File: src/rtl/pma_tx_pkg.sv
`default_nettype none

package pma_tx_pkg;

  localparam int unsigned WORD_W         = 20;
  localparam int unsigned DEF_FIFO_DEPTH = 4;

  typedef logic [WORD_W-1:0] word_t;
  // bit period in clock cycles is 2**code
  typedef logic [1:0]        div_code_t;
  typedef logic [4:0]        bit_idx_t;
  typedef logic [3:0]        axil_addr_t;
  typedef logic [31:0]       axil_data_t;
  typedef logic [15:0]       sent_cnt_t;

  typedef struct packed {
    axil_addr_t awaddr;
    logic       awvalid;
    axil_data_t wdata;
    logic [3:0] wstrb;
    logic       wvalid;
    logic       bready;
    axil_addr_t araddr;
    logic       arvalid;
    logic       rready;
  } axil_req_t;

  typedef struct packed {
    logic       awready;
    logic       wready;
    logic [1:0] bresp;
    logic       bvalid;
    logic       arready;
    axil_data_t rdata;
    logic [1:0] rresp;
    logic       rvalid;
  } axil_rsp_t;

  typedef struct packed {
    logic      elec_idle_force;
    logic      loopback_en;
    div_code_t div_code;
  } tx_ctrl_t;

  typedef struct packed {
    logic dataout;
    logic elecidle;
    logic word_tick;
    logic seriallpbkout;
  } line_out_t;

  // the lane comes out of reset in forced electrical idle
  localparam tx_ctrl_t CTRL_RESET = '{elec_idle_force: 1'b1, loopback_en: 1'b0, div_code: 2'd0};

  localparam axil_addr_t ADDR_CTRL   = 4'h0;
  localparam axil_addr_t ADDR_STATUS = 4'h4;

  localparam int unsigned CTRL_FORCE_BIT = 0;
  localparam int unsigned CTRL_LPBK_BIT  = 1;
  localparam int unsigned CTRL_DIV_LSB   = 2;

  localparam logic [1:0] RESP_OKAY = 2'b00;

  typedef enum logic {
    IDLE,
    SHIFT
  } ser_state_e;

endpackage

`default_nettype wire

File: src/rtl/pma_tx_csr.sv
`default_nettype none

module pma_tx_csr (
  input  logic                  clk,
  input  logic                  arst_n,
  input  pma_tx_pkg::axil_req_t axil_req,
  output pma_tx_pkg::axil_rsp_t axil_rsp,
  input  logic                  word_done,
  output pma_tx_pkg::tx_ctrl_t  tx_ctrl
);

  import pma_tx_pkg::*;

  logic       wr_ack_q;
  logic       bvalid_q;
  logic       rd_ack_q;
  logic       rvalid_q;
  axil_data_t rdata_q;
  axil_data_t rd_mux;
  tx_ctrl_t   ctrl_q;
  sent_cnt_t  sent_cnt_q;

  // awready and wready rise together once both channels are valid.
  // No new write is taken while a response is still pending
  always_ff @(posedge clk or negedge arst_n) begin
    if (!arst_n) begin
      wr_ack_q <= 1'b0;
      bvalid_q <= 1'b0;
    end else begin
      wr_ack_q <= axil_req.awvalid && axil_req.wvalid && !wr_ack_q && !bvalid_q;
      if (wr_ack_q) begin
        bvalid_q <= 1'b1;
      end else if (axil_req.bready) begin
        bvalid_q <= 1'b0;
      end
    end
  end

  // the write lands in the handshake cycle, only byte lane 0 carries CTRL
  always_ff @(posedge clk or negedge arst_n) begin
    if (!arst_n) begin
      ctrl_q <= CTRL_RESET;
    end else if (wr_ack_q && (axil_req.awaddr == ADDR_CTRL) && axil_req.wstrb[0]) begin
      ctrl_q.elec_idle_force <= axil_req.wdata[CTRL_FORCE_BIT];
      ctrl_q.loopback_en     <= axil_req.wdata[CTRL_LPBK_BIT];
      ctrl_q.div_code        <= axil_req.wdata[CTRL_DIV_LSB +: 2];
    end
  end

  always_ff @(posedge clk or negedge arst_n) begin
    if (!arst_n) begin
      sent_cnt_q <= '0;
    end else if (word_done) begin
      sent_cnt_q <= sent_cnt_q + 1'b1;
    end
  end

  always_ff @(posedge clk or negedge arst_n) begin
    if (!arst_n) begin
      rd_ack_q <= 1'b0;
      rvalid_q <= 1'b0;
    end else begin
      rd_ack_q <= axil_req.arvalid && !rd_ack_q && !rvalid_q;
      if (rd_ack_q) begin
        rvalid_q <= 1'b1;
      end else if (axil_req.rready) begin
        rvalid_q <= 1'b0;
      end
    end
  end

  // unmapped addresses read as zero
  always_comb begin
    rd_mux = '0;
    case (axil_req.araddr)
      ADDR_CTRL: begin
        rd_mux[CTRL_FORCE_BIT]     = ctrl_q.elec_idle_force;
        rd_mux[CTRL_LPBK_BIT]      = ctrl_q.loopback_en;
        rd_mux[CTRL_DIV_LSB +: 2]  = ctrl_q.div_code;
      end
      ADDR_STATUS: rd_mux[15:0] = sent_cnt_q;
      default:     rd_mux = '0;
    endcase
  end

  always_ff @(posedge clk) begin
    if (rd_ack_q) begin
      rdata_q <= rd_mux;
    end
  end

  always_comb begin
    axil_rsp.awready = wr_ack_q;
    axil_rsp.wready  = wr_ack_q;
    axil_rsp.bresp   = RESP_OKAY;
    axil_rsp.bvalid  = bvalid_q;
    axil_rsp.arready = rd_ack_q;
    axil_rsp.rdata   = rdata_q;
    axil_rsp.rresp   = RESP_OKAY;
    axil_rsp.rvalid  = rvalid_q;
  end

  assign tx_ctrl = ctrl_q;

endmodule

`default_nettype wire

File: src/rtl/pma_tx_rate_gen.sv
`default_nettype none

module pma_tx_rate_gen (
  input  logic                  clk,
  input  logic                  arst_n,
  input  pma_tx_pkg::div_code_t div_code,
  input  logic                  load,
  input  logic                  ser_idle,
  output logic                  bit_tick
);

  import pma_tx_pkg::*;

  div_code_t  code_q;
  div_code_t  code_d;
  logic [2:0] cnt_q;

  // the code is only picked up between words so a word never changes rate midway.
  // On a load the reload already uses the new code, so the first bit gets the new period
  assign code_d   = (load || ser_idle) ? div_code : code_q;
  assign bit_tick = (cnt_q == 3'd0);

  always_ff @(posedge clk or negedge arst_n) begin
    if (!arst_n) begin
      code_q <= '0;
      cnt_q  <= '0;
    end else begin
      code_q <= code_d;
      if (bit_tick) begin
        cnt_q <= 3'((4'd1 << code_d) - 4'd1);
      end else begin
        cnt_q <= cnt_q - 3'd1;
      end
    end
  end

endmodule

`default_nettype wire

File: src/rtl/pma_tx_serializer.sv
`default_nettype none

module pma_tx_serializer (
  input  logic                  clk,
  input  logic                  arst_n,
  input  logic                  bit_tick,
  input  logic                  fifo_valid,
  input  pma_tx_pkg::word_t     fifo_data,
  output logic                  fifo_pop,
  input  pma_tx_pkg::tx_ctrl_t  tx_ctrl,
  output logic                  load,
  output logic                  ser_idle,
  output logic                  word_done,
  output pma_tx_pkg::line_out_t line_out
);

  import pma_tx_pkg::*;

  ser_state_e state_q;
  word_t      shreg_q;
  bit_idx_t   bit_idx_q;
  logic       last_bit;
  logic       dataout_q;
  logic       elecidle_q;
  logic       word_tick_q;

  assign last_bit = (bit_idx_q == bit_idx_t'(WORD_W - 1));

  // a new word starts only on a bit boundary, either from idle or right after
  // the last bit of the current word, which gives back-to-back words with no gap
  assign load      = bit_tick && fifo_valid && !tx_ctrl.elec_idle_force &&
                     ((state_q == IDLE) || last_bit);
  assign fifo_pop  = load;
  assign ser_idle  = (state_q == IDLE);
  assign word_done = (state_q == SHIFT) && bit_tick && last_bit;

  always_ff @(posedge clk or negedge arst_n) begin
    if (!arst_n) begin
      state_q     <= IDLE;
      bit_idx_q   <= '0;
      dataout_q   <= 1'b0;
      elecidle_q  <= 1'b1;
      word_tick_q <= 1'b0;
    end else begin
      word_tick_q <= load;
      if (load) begin
        state_q    <= SHIFT;
        bit_idx_q  <= '0;
        dataout_q  <= fifo_data[0];
        elecidle_q <= 1'b0;
      end else if ((state_q == SHIFT) && bit_tick) begin
        if (last_bit) begin
          state_q    <= IDLE;
          dataout_q  <= 1'b0;
          elecidle_q <= 1'b1;
        end else begin
          bit_idx_q <= bit_idx_q + 1'b1;
          dataout_q <= shreg_q[0];
        end
      end
    end
  end

  // bit 0 goes straight to the line, so the register keeps the bits still to be sent
  always_ff @(posedge clk) begin
    if (load) begin
      shreg_q <= fifo_data >> 1;
    end else if ((state_q == SHIFT) && bit_tick) begin
      shreg_q <= shreg_q >> 1;
    end
  end

  always_comb begin
    line_out.dataout       = dataout_q;
    line_out.elecidle      = elecidle_q;
    line_out.word_tick     = word_tick_q;
    line_out.seriallpbkout = dataout_q & tx_ctrl.loopback_en;
  end

endmodule

`default_nettype wire

File: src/rtl/pma_tx_top.sv
`default_nettype none

module pma_tx_top #(
  parameter int unsigned FIFO_DEPTH = pma_tx_pkg::DEF_FIFO_DEPTH
) (
  input  logic                  clk,
  input  logic                  arst_n,
  input  pma_tx_pkg::axil_req_t axil_req,
  output pma_tx_pkg::axil_rsp_t axil_rsp,
  input  logic                  word_valid,
  input  pma_tx_pkg::word_t     word_data,
  output logic                  word_ready,
  output pma_tx_pkg::line_out_t line_out
);

  import pma_tx_pkg::*;

  tx_ctrl_t tx_ctrl;
  word_t    fifo_data;
  logic     fifo_valid;
  logic     fifo_pop;
  logic     load;
  logic     ser_idle;
  logic     bit_tick;
  logic     word_done;

  pma_tx_csr u_csr (
    .clk       (clk),
    .arst_n    (arst_n),
    .axil_req  (axil_req),
    .axil_rsp  (axil_rsp),
    .word_done (word_done),
    .tx_ctrl   (tx_ctrl)
  );

  pma_tx_rate_gen u_rate_gen (
    .clk      (clk),
    .arst_n   (arst_n),
    .div_code (tx_ctrl.div_code),
    .load     (load),
    .ser_idle (ser_idle),
    .bit_tick (bit_tick)
  );

  pma_tx_word_fifo #(
    .FIFO_DEPTH (FIFO_DEPTH)
  ) u_word_fifo (
    .clk        (clk),
    .arst_n     (arst_n),
    .word_valid (word_valid),
    .word_data  (word_data),
    .word_ready (word_ready),
    .fifo_valid (fifo_valid),
    .fifo_data  (fifo_data),
    .fifo_pop   (fifo_pop)
  );

  pma_tx_serializer u_serializer (
    .clk        (clk),
    .arst_n     (arst_n),
    .bit_tick   (bit_tick),
    .fifo_valid (fifo_valid),
    .fifo_data  (fifo_data),
    .fifo_pop   (fifo_pop),
    .tx_ctrl    (tx_ctrl),
    .load       (load),
    .ser_idle   (ser_idle),
    .word_done  (word_done),
    .line_out   (line_out)
  );

endmodule

`default_nettype wire

File: src/rtl/pma_tx_word_fifo.sv
`default_nettype none

module pma_tx_word_fifo #(
  parameter int unsigned FIFO_DEPTH = pma_tx_pkg::DEF_FIFO_DEPTH
) (
  input  logic              clk,
  input  logic              arst_n,
  input  logic              word_valid,
  input  pma_tx_pkg::word_t word_data,
  output logic              word_ready,
  output logic              fifo_valid,
  output pma_tx_pkg::word_t fifo_data,
  input  logic              fifo_pop
);

  import pma_tx_pkg::*;

  localparam int unsigned PTR_W = $clog2(FIFO_DEPTH);
  localparam int unsigned CNT_W = $clog2(FIFO_DEPTH + 1);

  word_t            mem_q [FIFO_DEPTH];
  logic [PTR_W-1:0] wr_ptr_q;
  logic [PTR_W-1:0] rd_ptr_q;
  logic [CNT_W-1:0] count_q;
  logic             push;
  logic             pop;

  assign word_ready = (count_q != CNT_W'(FIFO_DEPTH));
  assign fifo_valid = (count_q != '0);
  assign fifo_data  = mem_q[rd_ptr_q];

  assign push = word_valid && word_ready;
  assign pop  = fifo_pop && fifo_valid;

  always_ff @(posedge clk) begin
    if (push) begin
      mem_q[wr_ptr_q] <= word_data;
    end
  end

  // pointers wrap on their own since the depth is a power of two
  always_ff @(posedge clk or negedge arst_n) begin
    if (!arst_n) begin
      wr_ptr_q <= '0;
      rd_ptr_q <= '0;
      count_q  <= '0;
    end else begin
      if (push) begin
        wr_ptr_q <= wr_ptr_q + 1'b1;
      end
      if (pop) begin
        rd_ptr_q <= rd_ptr_q + 1'b1;
      end
      case ({push, pop})
        2'b10:   count_q <= count_q + 1'b1;
        2'b01:   count_q <= count_q - 1'b1;
        default: count_q <= count_q;
      endcase
    end
  end

endmodule

`default_nettype wire
File: config.mk
export PLATFORM = sky130hd
export DESIGN_NAME = pma_tx_top
export DESIGN_NICKNAME = d
export VERILOG_FILES = /design/src/rtl/pma_tx_pkg.sv /design/src/rtl/pma_tx_csr.sv /design/src/rtl/pma_tx_rate_gen.sv /design/src/rtl/pma_tx_serializer.sv /design/src/rtl/pma_tx_top.sv /design/src/rtl/pma_tx_word_fifo.sv
export SDC_FILE = /design/constraint.sdc
export NUM_CORES = 1
export LEC_CHECK = 0
export ABC_CLOCK_PERIOD_IN_PS = 3700
export BUFFER_PORTS_ARGS = -buffer_cell sky130_fd_sc_hd__buf_2
export CAP_MARGIN = 0
export CORE_ASPECT_RATIO = 1.4
export CORE_MARGIN = 4
export CORE_UTILIZATION = 50
export CTS_CLUSTER_DIAMETER = 40
export CTS_CLUSTER_SIZE = 40
export DETAILED_ROUTE_END_ITERATION = 16
export GPL_TIMING_DRIVEN = 0
export PLACE_DENSITY = 0.82
export SKIP_CTS_REPAIR_TIMING = 1
export SLEW_MARGIN = 20
export SYNTH_ARGS = -nofsm -noshare
export SYNTH_HDL_FRONTEND = slang
export SYNTH_SLANG_ARGS = --single-unit
File: constraint.sdc
create_clock -name clk -period 3.7 [get_ports clk]
set_clock_uncertainty 0.2 [all_clocks]
set_input_delay 0.185 -clock clk [delete_from_list [all_inputs] [get_ports clk]]
set_output_delay 0.185 -clock clk [all_outputs]
set_load 0.05 [all_outputs]
# Yosys cells after proc, flatten, opt, wreduce, memory -nomap -nowiden

Memory sizes are Yosys's and may differ from the RTL's.
Cells that the tools add are included.

Register bits after elaboration: 80
Latch bits: 0
RAM bits: 80
ROM bits: 0
Output and inout port bits: 46
Memories: 1

$add $sub $neg: 8
Multiply operators: 0
Div/mod/pow operators: 0
Order comparisons: 0
Eq/ne operators: 6
Shift-type cells: 1
Muxes and demuxes: 24
Bitwise gates (word level): 2
Reductions and logical operators: 32

Memories:

| name              | depth | bits a word | rd ports | clocked after Yosys merged registers in | wr ports | line                   | text |
|---|---|---|---|---|---|---|---|
| u_word_fifo.mem_q | 4     | 20          | 1        | 0                                       | 1        | pma_tx_word_fifo.sv:21 | `word_t mem_q [FIFO_DEPTH];` |

Operator list:

| cell                                                                   | number |
|---|---|
| 19-bit 2-to-1 mux                                                      | 2 |
| 16-bit by 1-bit adder with 16-bit output (second input constant)       | 1 |
| 1-bit 2-to-1 mux                                                       | 15 |
| 5-bit 2-to-1 mux                                                       | 3 |
| 1-bit logical AND                                                      | 14 |
| 2-bit nonzero test                                                     | 5 |
| 3-bit by 1-bit subtractor with 3-bit output (second input constant)    | 3 |
| 4-bit logical NOT                                                      | 2 |
| 4-bit case mux with 2 select lines                                     | 1 |
| 3-bit case mux with 2 select lines                                     | 1 |
| 5-bit by 1-bit adder with 5-bit output (second input constant)         | 1 |
| 5-bit equality test (second input constant)                            | 1 |
| 1-bit logical NOT                                                      | 5 |
| 2-bit by 1-bit adder with 2-bit output (second input constant)         | 2 |
| 4-bit by 3-bit equality test with 1-bit output (second input constant) | 1 |
| 2-bit AND reduction                                                    | 2 |
| 3-bit by 1-bit adder with 3-bit output (second input constant)         | 1 |
| 3-bit logical NOT                                                      | 1 |
| 3-bit 2-to-1 mux                                                       | 1 |
| 3-bit != test (second input constant)                                  | 1 |
| 3-bit nonzero test                                                     | 1 |
| 1-bit by 2-bit << shifter with 3-bit output (first input constant)     | 1 |
| 2-bit by 1-bit equality test with 1-bit output (second input constant) | 1 |
| 2-bit equality test (second input constant)                            | 1 |
| 5 further kinds                                                        | 6 |

# Logic depth before layout (Yosys ltp)

Gate-level depths: netlist (run 1).

Word-level depth: 9
Depth in mapped cells: 10

# Modules after synthesis

From an unflattened synthesis (run 1), not the netlist that was laid out.

Cells, all modules: 404
Area total of the unflattened synthesis: 6734.0 µm²

Modules (own cells, without submodules):

| module            | instances | cells an instance | area an instance (µm²) | sequential area each (µm²) |
|---|---|---|---|---|
| pma_tx_word_fifo  | 1         | 141               | 3306.9                 | 2577.5 |
| pma_tx_csr        | 1         | 147               | 1854.3                 | 1082.3 |
| pma_tx_serializer | 1         | 92                | 1308.8                 | 797.0 |
| pma_tx_rate_gen   | 1         | 24                | 264.0                  | 125.1 |

# Least setup slack after synthesis (run 1)

No wires, ideal clock.

Kind: register to register
Start point: register u_serializer.bit_idx_q[0]
End point: register u_word_fifo.count_q[2]
Library setup time: 0.079 ns
Arrival: 2.440 ns
Data required time: 3.421 ns
Setup slack: 0.981 ns
Stages on the path, launching flop included: 11
Period minus slack after synthesis: 2.719 ns
Cells stage by stage: dfrtp_1 ha_1 nand4bb_1 clkbuf_1 a2111oi_0 ha_1 inv_1 fa_1 xor2_1 nor2_1 xor2_1

Longest elaborated chain between the ends: 6

Ends and longest elaborated chain:

| what                                                                                  | line                    | text |
|---|---|---|
| start, declared                                                                       | pma_tx_serializer.sv:21 | `bit_idx_t bit_idx_q;` |
| start signal, assigned                                                                | pma_tx_serializer.sv:57 | `bit_idx_q <= bit_idx_q + 1'b1;` |
| 5-bit equality test (*)                                                               | pma_tx_serializer.sv:27 | `assign last_bit = (bit_idx_q == bit_idx_t'(WORD_W - 1));` |
| 1-bit logical OR (*)                                                                  | pma_tx_serializer.sv:32 | `((state_q == IDLE) \|\| last_bit);` |
| 1-bit logical AND (*)                                                                 | pma_tx_serializer.sv:31 | `assign load = bit_tick && fifo_valid && !tx_ctrl.elec_idle_force &&` |
| 1-bit logical AND (*)                                                                 | pma_tx_word_fifo.sv:33  | `assign pop = fifo_pop && fifo_valid;` |
| net u_word_fifo.pop                                                                   | pma_tx_word_fifo.sv:26  | `logic pop;` |
| 2-bit by 1-bit equality test with 1-bit output or 2-bit equality test (tied branches) | pma_tx_word_fifo.sv:54  | `case ({push, pop})` |
| 3-bit case mux with 2 select lines or 2-bit nonzero test (tied branches)              | -                       |  |
| end signal, assigned                                                                  | pma_tx_word_fifo.sv:55  | `2'b10: count_q <= count_q + 1'b1;` |
| end signal, assigned                                                                  | pma_tx_word_fifo.sv:56  | `2'b01: count_q <= count_q - 1'b1;` |
| end signal, assigned                                                                  | pma_tx_word_fifo.sv:57  | `default: count_q <= count_q;` |
| end, declared                                                                         | pma_tx_word_fifo.sv:24  | `logic [CNT_W-1:0] count_q;` |

The timed path passes the listed nets; every way through them passes the cells marked *.
A chain may end at the register's enable or synchronous reset.

# Worst setup path in the final report (run 1)

Ends and elaborated chain as after synthesis.

==> results of run 1 <==
==> flip-flops by register name, summed over array words and instances (netlist names), 3 cells and up <==
| register | flops |
|---|---|
| u_csr.sent_cnt_q | 16 |
| u_csr.tx_ctrl | 4 |
| u_serializer.shreg_q | 19 |
| u_word_fifo.mem_q | 80 |
| u_csr.rdata_q | 16 |
| u_word_fifo.count_q | 3 |
| u_serializer.bit_idx_q | 5 |
| u_rate_gen.cnt_q | 3 |
==> routing by layer <==
metal / GRT usage (%) / wire, µm / vias to the layer above
met5: 0 / 0 / -
met4: 6.01 / 176 / 0
met3: 3.97 / 553 / 15
met2: 29.3 / 6860 / 107
met1: 17.2 / 4470 / 1819
li1: - / - / 1720
==> power groups by stage <==
stage | clock (mW) | sequential (mW) | combinational, mW
after floorplan | 0 | 2.61 | 1.00
after global placement | 0 | 2.59 | 1.30
after detailed placement | 0 | 2.62 | 1.36
after CTS | 1.68 | 2.59 | 1.37
after global routing | 1.78 | 2.63 | 1.50
final | 1.67 | 2.59 | 1.37
==> cell usage after synthesis, drive strengths merged (2+ instances only) <==
cell / number / share of area (%)
edfxtp: 115 / 52
dfrtp: 43 / 16
buf: 33 / 3.5
mux2: 24 / 4.1
mux4: 20 / 6.8
nor2: 17 / 0.96
inv: 15 / 0.85
and2: 13 / 1.2
xnor2: 13 / 1.7
xor2: 13 / 1.7
nand2: 12 / 0.68
ha: 8 / 1.5
nand3: 7 / 0.53
clkbuf: 6 / 0.34
mux2i: 6 / 0.90
nor3: 6 / 0.45
and3: 5 / 0.47
nand4: 5 / 0.47
nor4: 5 / 0.66
a21o: 3 / 0.34
nor4b: 3 / 0.49
a2111oi: 2 / 0.36
a211oi: 2 / 0.23
a31oi: 2 / 0.19
dfstp: 2 / 0.79
nand2b: 2 / 0.19
o21ai: 2 / 0.15
or3: 2 / 0.19
or4: 2 / 0.28
==> per-stage QoR <==
stage / total power, mW / hold WS, ps / setup WS [ps] / area, µm² / std cells
floorplan: 3.62 / -311 / 981 / 6720 / 420
finish: 5.64 / -17.5 / 452 / 8140 / 725
global placement: 3.89 / 193 / 520 / 7270 / 663
detailed placement: 3.98 / 201 / 405 / 7270 / 663
global route: 5.91 / 51.9 / 262 / 8140 / 725
CTS: 5.64 / -243 / 405 / 7840 / 695
==> worst max path at each step <==
stage | start | endpoint | slack (ps)
3_3_place_gp | u_serializer.bit_idx_q[0] | u_word_fifo.count_q[2] | 520
6_report | u_serializer.bit_idx_q[0] | u_word_fifo.count_q[2] | 450
4_1_cts | u_serializer.bit_idx_q[0] | u_word_fifo.count_q[2] | 410
2_1_floorplan | u_serializer.bit_idx_q[0] | u_word_fifo.count_q[2] | 980
3_5_place_dp | u_serializer.bit_idx_q[0] | u_word_fifo.count_q[2] | 400
5_1_grt | u_serializer.bit_idx_q[0] | u_word_fifo.count_q[2] | 260
==> layout by cell type, fill, tap and decap left out, types with 7 or more instances in the layout <==
| master | instances |
|---|---|
| and2_1 | 13 |
| buf_2 | 67 |
| buf_4 | 29 |
| clkbuf_1 | 7 |
| clkbuf_16 | 17 |
| conb_1 | 20 |
| dfrtp_1 | 43 |
| dlygate4sd3_1 | 30 |
| edfxtp_1 | 115 |
| ha_1 | 8 |
| inv_1 | 15 |
| mux2_2 | 23 |
| mux4_2 | 20 |
| nand2_1 | 12 |
| nand3_1 | 7 |
| nor2_1 | 17 |
| xnor2_1 | 13 |
| xor2_1 | 13 |
==> kinds of logic (layout without fill, tap and decap cells) <==
| family | Yosys count | in the layout | share of synthesized area, % |
|---|---|---|---|
| muxes | 50 | 50 | 11.7 |
| buffers and inverters | 54 | 181 | 4.68 |
| other | 1 | 20 | 0.0564 |
| xor gates and xnor gates | 26 | 26 | 3.42 |
| and+or+nand+nor | 86 | 86 | 7.60 |
| adders and majority gates | 9 | 9 | 1.81 |
| AOI/OAI and AO/OA | 15 | 15 | 1.82 |
| DFF | 160 | 160 | 68.9 |
==> area by class of cell <==
type / instances / area, µm² / share of cell area (%)
Sequential cell: 160 / 4580 / 56.3
Multi-Input combinational cell: 206 / 1830 / 22.5
Timing Repair Buffer: 95 / 628 / 7.71
Clock buffer: 18 / 429 / 5.27
Buffer: 39 / 255 / 3.13
Tap cell: 178 / 223 / 2.74
Clock inverter: 14 / 136 / 1.67
Inverter: 15 / 56.3 / 0.691
==> critical path: cells and delay by family, from the launching register on <==
kind | cells | cell delay [ps]
buffers and inverters | 2 | 360
adder cells (fa/ha/maj) | 3 | 870
flip-flops | 1 | 390
XOR/XNOR | 2 | 290
AO/OA/AOI/OAI | 1 | 700
AND/OR/NAND/NOR | 2 | 360
==> results.tsv, run 1 <==
metric	value	unit
outcome	complete, but fails checks	
violations	negative hold slack	
p_int	3.86	mW
io_pins	118	
yosys_warnings	0	
dr.pass1.iters	4	
grt_setup_unrepaired	no	
switching_share	31.6	%
syn_avg_cell_area	16.6	µm²
cts_tree	yes	
end_kind	register	
syn_to_final_growth	22.4	%
async_flop_share	28.1	%
worst_r2r_endpoint	u_word_fifo.count_q[2]	
drc	0	
syn_area	6650	µm²
synth_edf_count	115	
tns	0	ps
critPathMaxStageDelay	700	ps
die-height	144	µm
drive_above_1_share	33.1	%
synth_cell_types	49	
hold_viol_final	1	
vias	3661	
synth-seq-cells	160	
yosys_most_used_dff	edfxtp_1	
ir_drop	0.451	mV
place_congestion	0.746	
fin_nets	615	
antenna_found_initial	0	
cts_sinks	160	
ff2ff_path_depth	10	
grt_util_all_layers	15.7	%
required	3840	ps
floorplan.initialDensity	51.4	%
clockRootBuffer	clkbuf_16	
r2r-start	u_serializer.bit_idx_q[0]	
power.switching	1.78	mW
slowest_stage	a2111oi_0	
grt_max_degree	46	
die_w	105	µm
synthCells	401	
first_global_vias	3584	
grt_pass1_wl	18.2	mm
drv_slew	0	
r2r_setup_slack	450	ps
start_kind	register	
htreeDepth	4	
hp-class	input port to register	
arrival	3390	ps
p_leak	3.23	nW
powerDensity	692	nW/µm²
detail_route.vias_per_cell	5.05	
p_clk_share	29.6	%
clk_pin_slew_worst_paths	70	ps
min_to	u_word_fifo.wr_ptr_q[0]	
hold_path_depth	3	
pwr-share-seq	46.0	%
post-dp-hpwl	7.49	mm
worst_slew_pin_slew	1110	ps
clockBufferDepth	2	
clk_latency	420	ps
power_frac_comb	24.4	%
fmax	0.308	GHz
ys_seq_area_share	68.9	%
cp_cell_sequence	ha_1, nand4bb_1, clkbuf_1, a2111oi_0, ha_1, inv_1, fa_1, xor2_1, nor2_1, xor2_1	
critPathMaxFanout	10	
cts_made_buffers	17	
coreArea	12900	µm²
min_period	3250	ps
min_from	word_valid	
setup_viol	0	
drtIter0Drc	163	
rows	49	
grt_overflow_total	0	
portBuffers	65	
hold-worst-slack	-17.5	ps
routedWlPerCell	16.6	µm
critPathKind	register to register	
max-cap-violations	0	
fillers	908	
finalCritPeriodShare	87.8	%
utilization	62.9	%
routed_wl	12.1	mm
antenna_cells	0	
relSlewSlack	26.2	%
dieArea	15200	µm²
drtAntennaViolNets	0	
Power figures use the tool's default switching activity.
==> run 2, diff against run 1 <==
--- a/config.mk
+++ b/config.mk
@@ -16,5 +16,5 @@
 export DETAILED_ROUTE_END_ITERATION = 16
 export GPL_TIMING_DRIVEN = 0
-export PLACE_DENSITY = 0.82
+export PLACE_DENSITY = 0.73
 export SKIP_CTS_REPAIR_TIMING = 1
 export SLEW_MARGIN = 20
==> constraint.sdc (replaced) <==
create_clock -name clk -period 3.7 [get_ports clk]
set_clock_uncertainty 0.2 [all_clocks]
set_input_delay 0.185 -clock clk [delete_from_list [all_inputs] [get_ports clk]]
set_output_delay 0.185 -clock clk [all_outputs]
set_load 0.01 [all_outputs]
==> results.tsv, run 2 (synthesized netlist as in run 1, its figures left out) <==
metric	value	unit
relSlewSlack	41.4	%
max-cap-violations	0	
powerDensity	655	nW/µm²
slowest_stage	a2111oi_0	
mostFrequentLayoutCells	edfxtp_1 (115), buf_2 (67), dfrtp_1 (43)	
place_area	7270	µm²
critPathMaxFanout	10	
clockRootBuffer	clkbuf_16	
place_congestion	0.813	
cts_made_buffers	17	
drtIter0Drc	137	
grt_overflow_total	0	
clk_latency	420	ps
finalCritPeriodShare	90.9	%
r2r_setup_slack	340	ps
routed_wl	11.6	mm
hold_viol_final	0	
multi_input_area	1840	µm²
p_total	5.31	mW
routedWlPerCell	15.9	µm
setup_viol	0	
post-dp-hpwl	7.32	mm
ff2ff_path_depth	10	
clk_pin_slew_worst_paths	60	ps
dpl_worst_slack	373	ps
min_period	3360	ps
antenna_found_initial	0	
grt_util_all_layers	15.8	%
dr.pass1.iters	4	
top_regs	u_word_fifo.mem_q (80), u_serializer.shreg_q (19)	
first_global_vias	3664	
floorplan.initialDensity	51.4	%
final_common_cell	edfxtp_1	
clockBufferDepth	2	
dieArea	15200	µm²
regArea	4580	µm²
fmax	0.297	GHz
die-height	144	µm
rows	49	
worst_slew_pin_slew	880	ps
regMostFlops	u_word_fifo.mem_q	
ir_drop	0.485	mV
critical_path.endpoint	u_word_fifo.count_q[2]	
cp_cell_sequence	ha_1, nand4bb_1, clkbuf_1, a2111oi_0, ha_1, inv_1, fa_1, xor2_1, nor2_1, xor2_1	
die_w	105	µm
fin_nets	616	
cts_tree	yes	
critPathMaxStageDelay	740	ps
antenna_cells	0	
start_kind	register	
largest_reg_flops	80	
coreArea	12900	µm²
io_pins	118	
critPathKind	register to register	
finalInstanceArea	8110	µm²
fillers	939	
tns	0	ps
detail_route.vias_per_cell	5.04	
grt_setup_unrepaired	no	
drv_slew	0	
grt_pass1_wl	18.2	mm
cts_sinks	160	
drtAntennaViolNets	0	
drive_above_1_share	32.3	%
setup_ws	337	ps
drc	0	
crit_path_start	u_serializer.bit_idx_q[0]	
outcome	finished, final reports clean	
vias	3662	
portBuffers	65	
arrival	3500	ps
end_kind	register	
syn_to_final_growth	21.9	%
htreeDepth	4	
grt_max_degree	46	
hp-class	input port to register	
required	3840	ps
r2r-start	u_serializer.bit_idx_q[0]	
p_leak	3.21	nW
utilization	62.7	%
worst_r2r_endpoint	u_word_fifo.count_q[2]	
run 2: how the worst min path moves through the flow:
stage	start	endpoint	slack, ps	depth (start not counted)
after global placement	word_data[7]	u_word_fifo.mem_q[0][7]	190	1
after global routing	axil_req[46]	u_csr.tx_ctrl[0]	100	3
after detailed placement	word_data[9]	u_word_fifo.mem_q[2][9]	200	1
final	axil_req[46]	u_csr.tx_ctrl[3]	70	3
after floorplan	arst_n	u_csr.bvalid_q	-310	0
after CTS	word_data[8]	u_word_fifo.mem_q[2][8]	-240	1
run 2: layout make-up:
cell class              count  share of cell area [%]
well taps                 178                    2.75
clock inverters             6                   0.448
repair buffers             96                    7.87
multi-input cells         206                    22.7
flip-flops and latches    160                    56.5
inverters                  15                   0.694
plain buffers              39                    3.15
clock buffers              26                    5.91
run 2: critical path: cells and delay by family, from the launching register on:
kind / cells / cell delay (ps)
adders and majority gates: 3 / 870
AOI/OAI and AO/OA: 1 / 740
and+or+nand+nor: 2 / 400
DFF: 1 / 380
buffers and inverters: 2 / 370
xor gates and xnor gates: 2 / 300
run 2: where the power goes:
part | internal, mW | switching (mW)
logic | 0.582 | 0.629
clock network | 0.888 | 0.633
registers | 2.38 | 0.198
run 2: through the flow:
stage | hold slack, ps | std cells
after floorplan | -311 | 420
after global placement | 193 | 663
final | 73.5 | 726
after global routing | 95.3 | 726
after CTS | -244 | 695
after detailed placement | 201 | 663
run 2: routing by layer:
metal / vias to the layer above / track usage [%] / wire length (µm)
met5: - / 0 / 0
met3: 24 / 4.82 / 576
met4: 0 / 8.50 / 325
met1: 1806 / 18.0 / 4530
met2: 104 / 26.7 / 6140
li1: 1728 / - / -
==> run 3, diff against run 2 <==
PLACE_DENSITY = 0.77   (was 0.73)
==> results.tsv, run 3 (synthesized netlist as in run 1, its figures left out) <==
metric	value	unit
critPathMaxFanout	10	
detail_route.vias_per_cell	5.08	
switching_share	28.6	%
drtIter0Drc	142	
p_leak	3.25	nW
start_kind	register	
clk_latency	410	ps
rows	49	
multi_input_area	1840	µm²
final_common_cell	edfxtp_1	
hold-worst-slack	1.73	ps
clk_pin_slew_worst_paths	60	ps
dr.pass1.iters	4	
relSlewSlack	32.3	%
coreArea	12900	µm²
fillers	921	
power_frac_comb	22.1	%
antenna_cells	0	
drive_above_1_share	33.5	%
syn_to_final_growth	22.6	%
antenna_found_initial	0	
min_period	3370	ps
cts_sinks	160	
grt_max_degree	46	
power.switching	1.56	mW
ir_drop	0.370	mV
io_pins	118	
die-height	144	µm
regMostFlops	u_word_fifo.mem_q	
grt_overflow_total	0	
drtAntennaViolNets	0	
mostFrequentLayoutCells	edfxtp_1 (115), buf_2 (67), dfrtp_1 (43)	
grt_util_all_layers	15.9	%
tns	0	ps
place_congestion	0.803	
ff2ff_path_depth	10	
grt_pass1_wl	18.7	mm
die_w	105	µm
portBuffers	65	
finalCritPeriodShare	91.2	%
fmax	0.296	GHz
vias	3683	
hold_viol_final	0	
drc	0	
setup_ws	327	ps
hold_path_depth	3	
required	3830	ps
clockBufferDepth	2	
clockRootBuffer	clkbuf_16	
regArea	4580	µm²
p_clk_share	30.7	%
powerDensity	671	nW/µm²
dpl_worst_slack	232	ps
critPathKind	register to register	
grt_setup_unrepaired	no	
fin_nets	615	
max-cap-violations	0	
floorplan.initialDensity	51.4	%
arrival	3510	ps
first_global_vias	3741	
end_kind	register	
drv_slew	0	
outcome	finished, final reports clean	
hp-class	input port to register	
dieArea	15200	µm²
routed_wl	11.6	mm
cts_tree	yes	
largest_reg_flops	80	
cts_made_buffers	17	
pwr-share-seq	47.2	%
p_int	3.91	mW
setup_viol	0	
post-dp-hpwl	7.49	mm
top_regs	u_word_fifo.mem_q (80), u_serializer.shreg_q (19)	
worst_slew_pin_slew	1020	ps
routedWlPerCell	16.1	µm
htreeDepth	4	
-- run 3: metal layers --
layer / share of wire [%] / global-route usage (%)
met2: 55 / 29.0
met1: 39 / 18.3
met3: 4.5 / 3.93
met4: 1.4 / 5.74
met5: 0 / 0
-- run 3: final timing paths --
kind | from | to | slack (ps)
worst max-delay path | u_serializer.bit_idx_q[0] | u_word_fifo.count_q[2] | 330
worst min-delay path | word_valid | u_word_fifo.wr_ptr_q[0] | 2
worst max register to register | u_serializer.bit_idx_q[0] | u_word_fifo.count_q[2] | 330
worst min register to register | u_csr.rvalid_q | u_csr.rd_ack_q | 260
max in group asynchronous | arst_n | u_csr.wr_ack_q | 2790
min in group asynchronous | arst_n | u_csr.tx_ctrl[1] | 120
-- run 3: critical path, stage by stage (launching register included) --
cell       delay [ps]
dfrtp_1           390
ha_1              210
nand4bb_1         270
clkbuf_1          320
a2111oi_0         740
ha_1              300
inv_1              60
fa_1              370
xor2_1            150
nor2_1            120
xor2_1            180
-- run 3: power by group through the flow --
stage	registers [mW]	logic [mW]	clock network [mW]
after floorplan	2.56	0.891	0
after global placement	2.59	1.14	0
after detailed placement	2.62	1.20	0
after CTS	2.59	1.21	1.71
after global routing	2.63	1.35	1.79
final	2.59	1.21	1.68
-- run 3: stage by stage --
stage	cell area [µm²]	cells	util (%)	power, mW
global placement	7270	663	56.2	3.73
floorplan	6720	420	-	3.45
detailed placement	7270	663	56.2	3.82
global route	8160	725	63.0	5.76
finish	8160	725	63.0	5.47
CTS	7850	695	60.7	5.51
-- run 3: cell type report --
class,instances,area share (%)
repair buffers,95,7.70
well taps,178,2.73
clock inverters,15,1.84
inverters,15,0.690
plain buffers,39,3.13
flip-flops and latches,160,56.2
clock buffers,17,5.22
multi-input cells,206,22.5
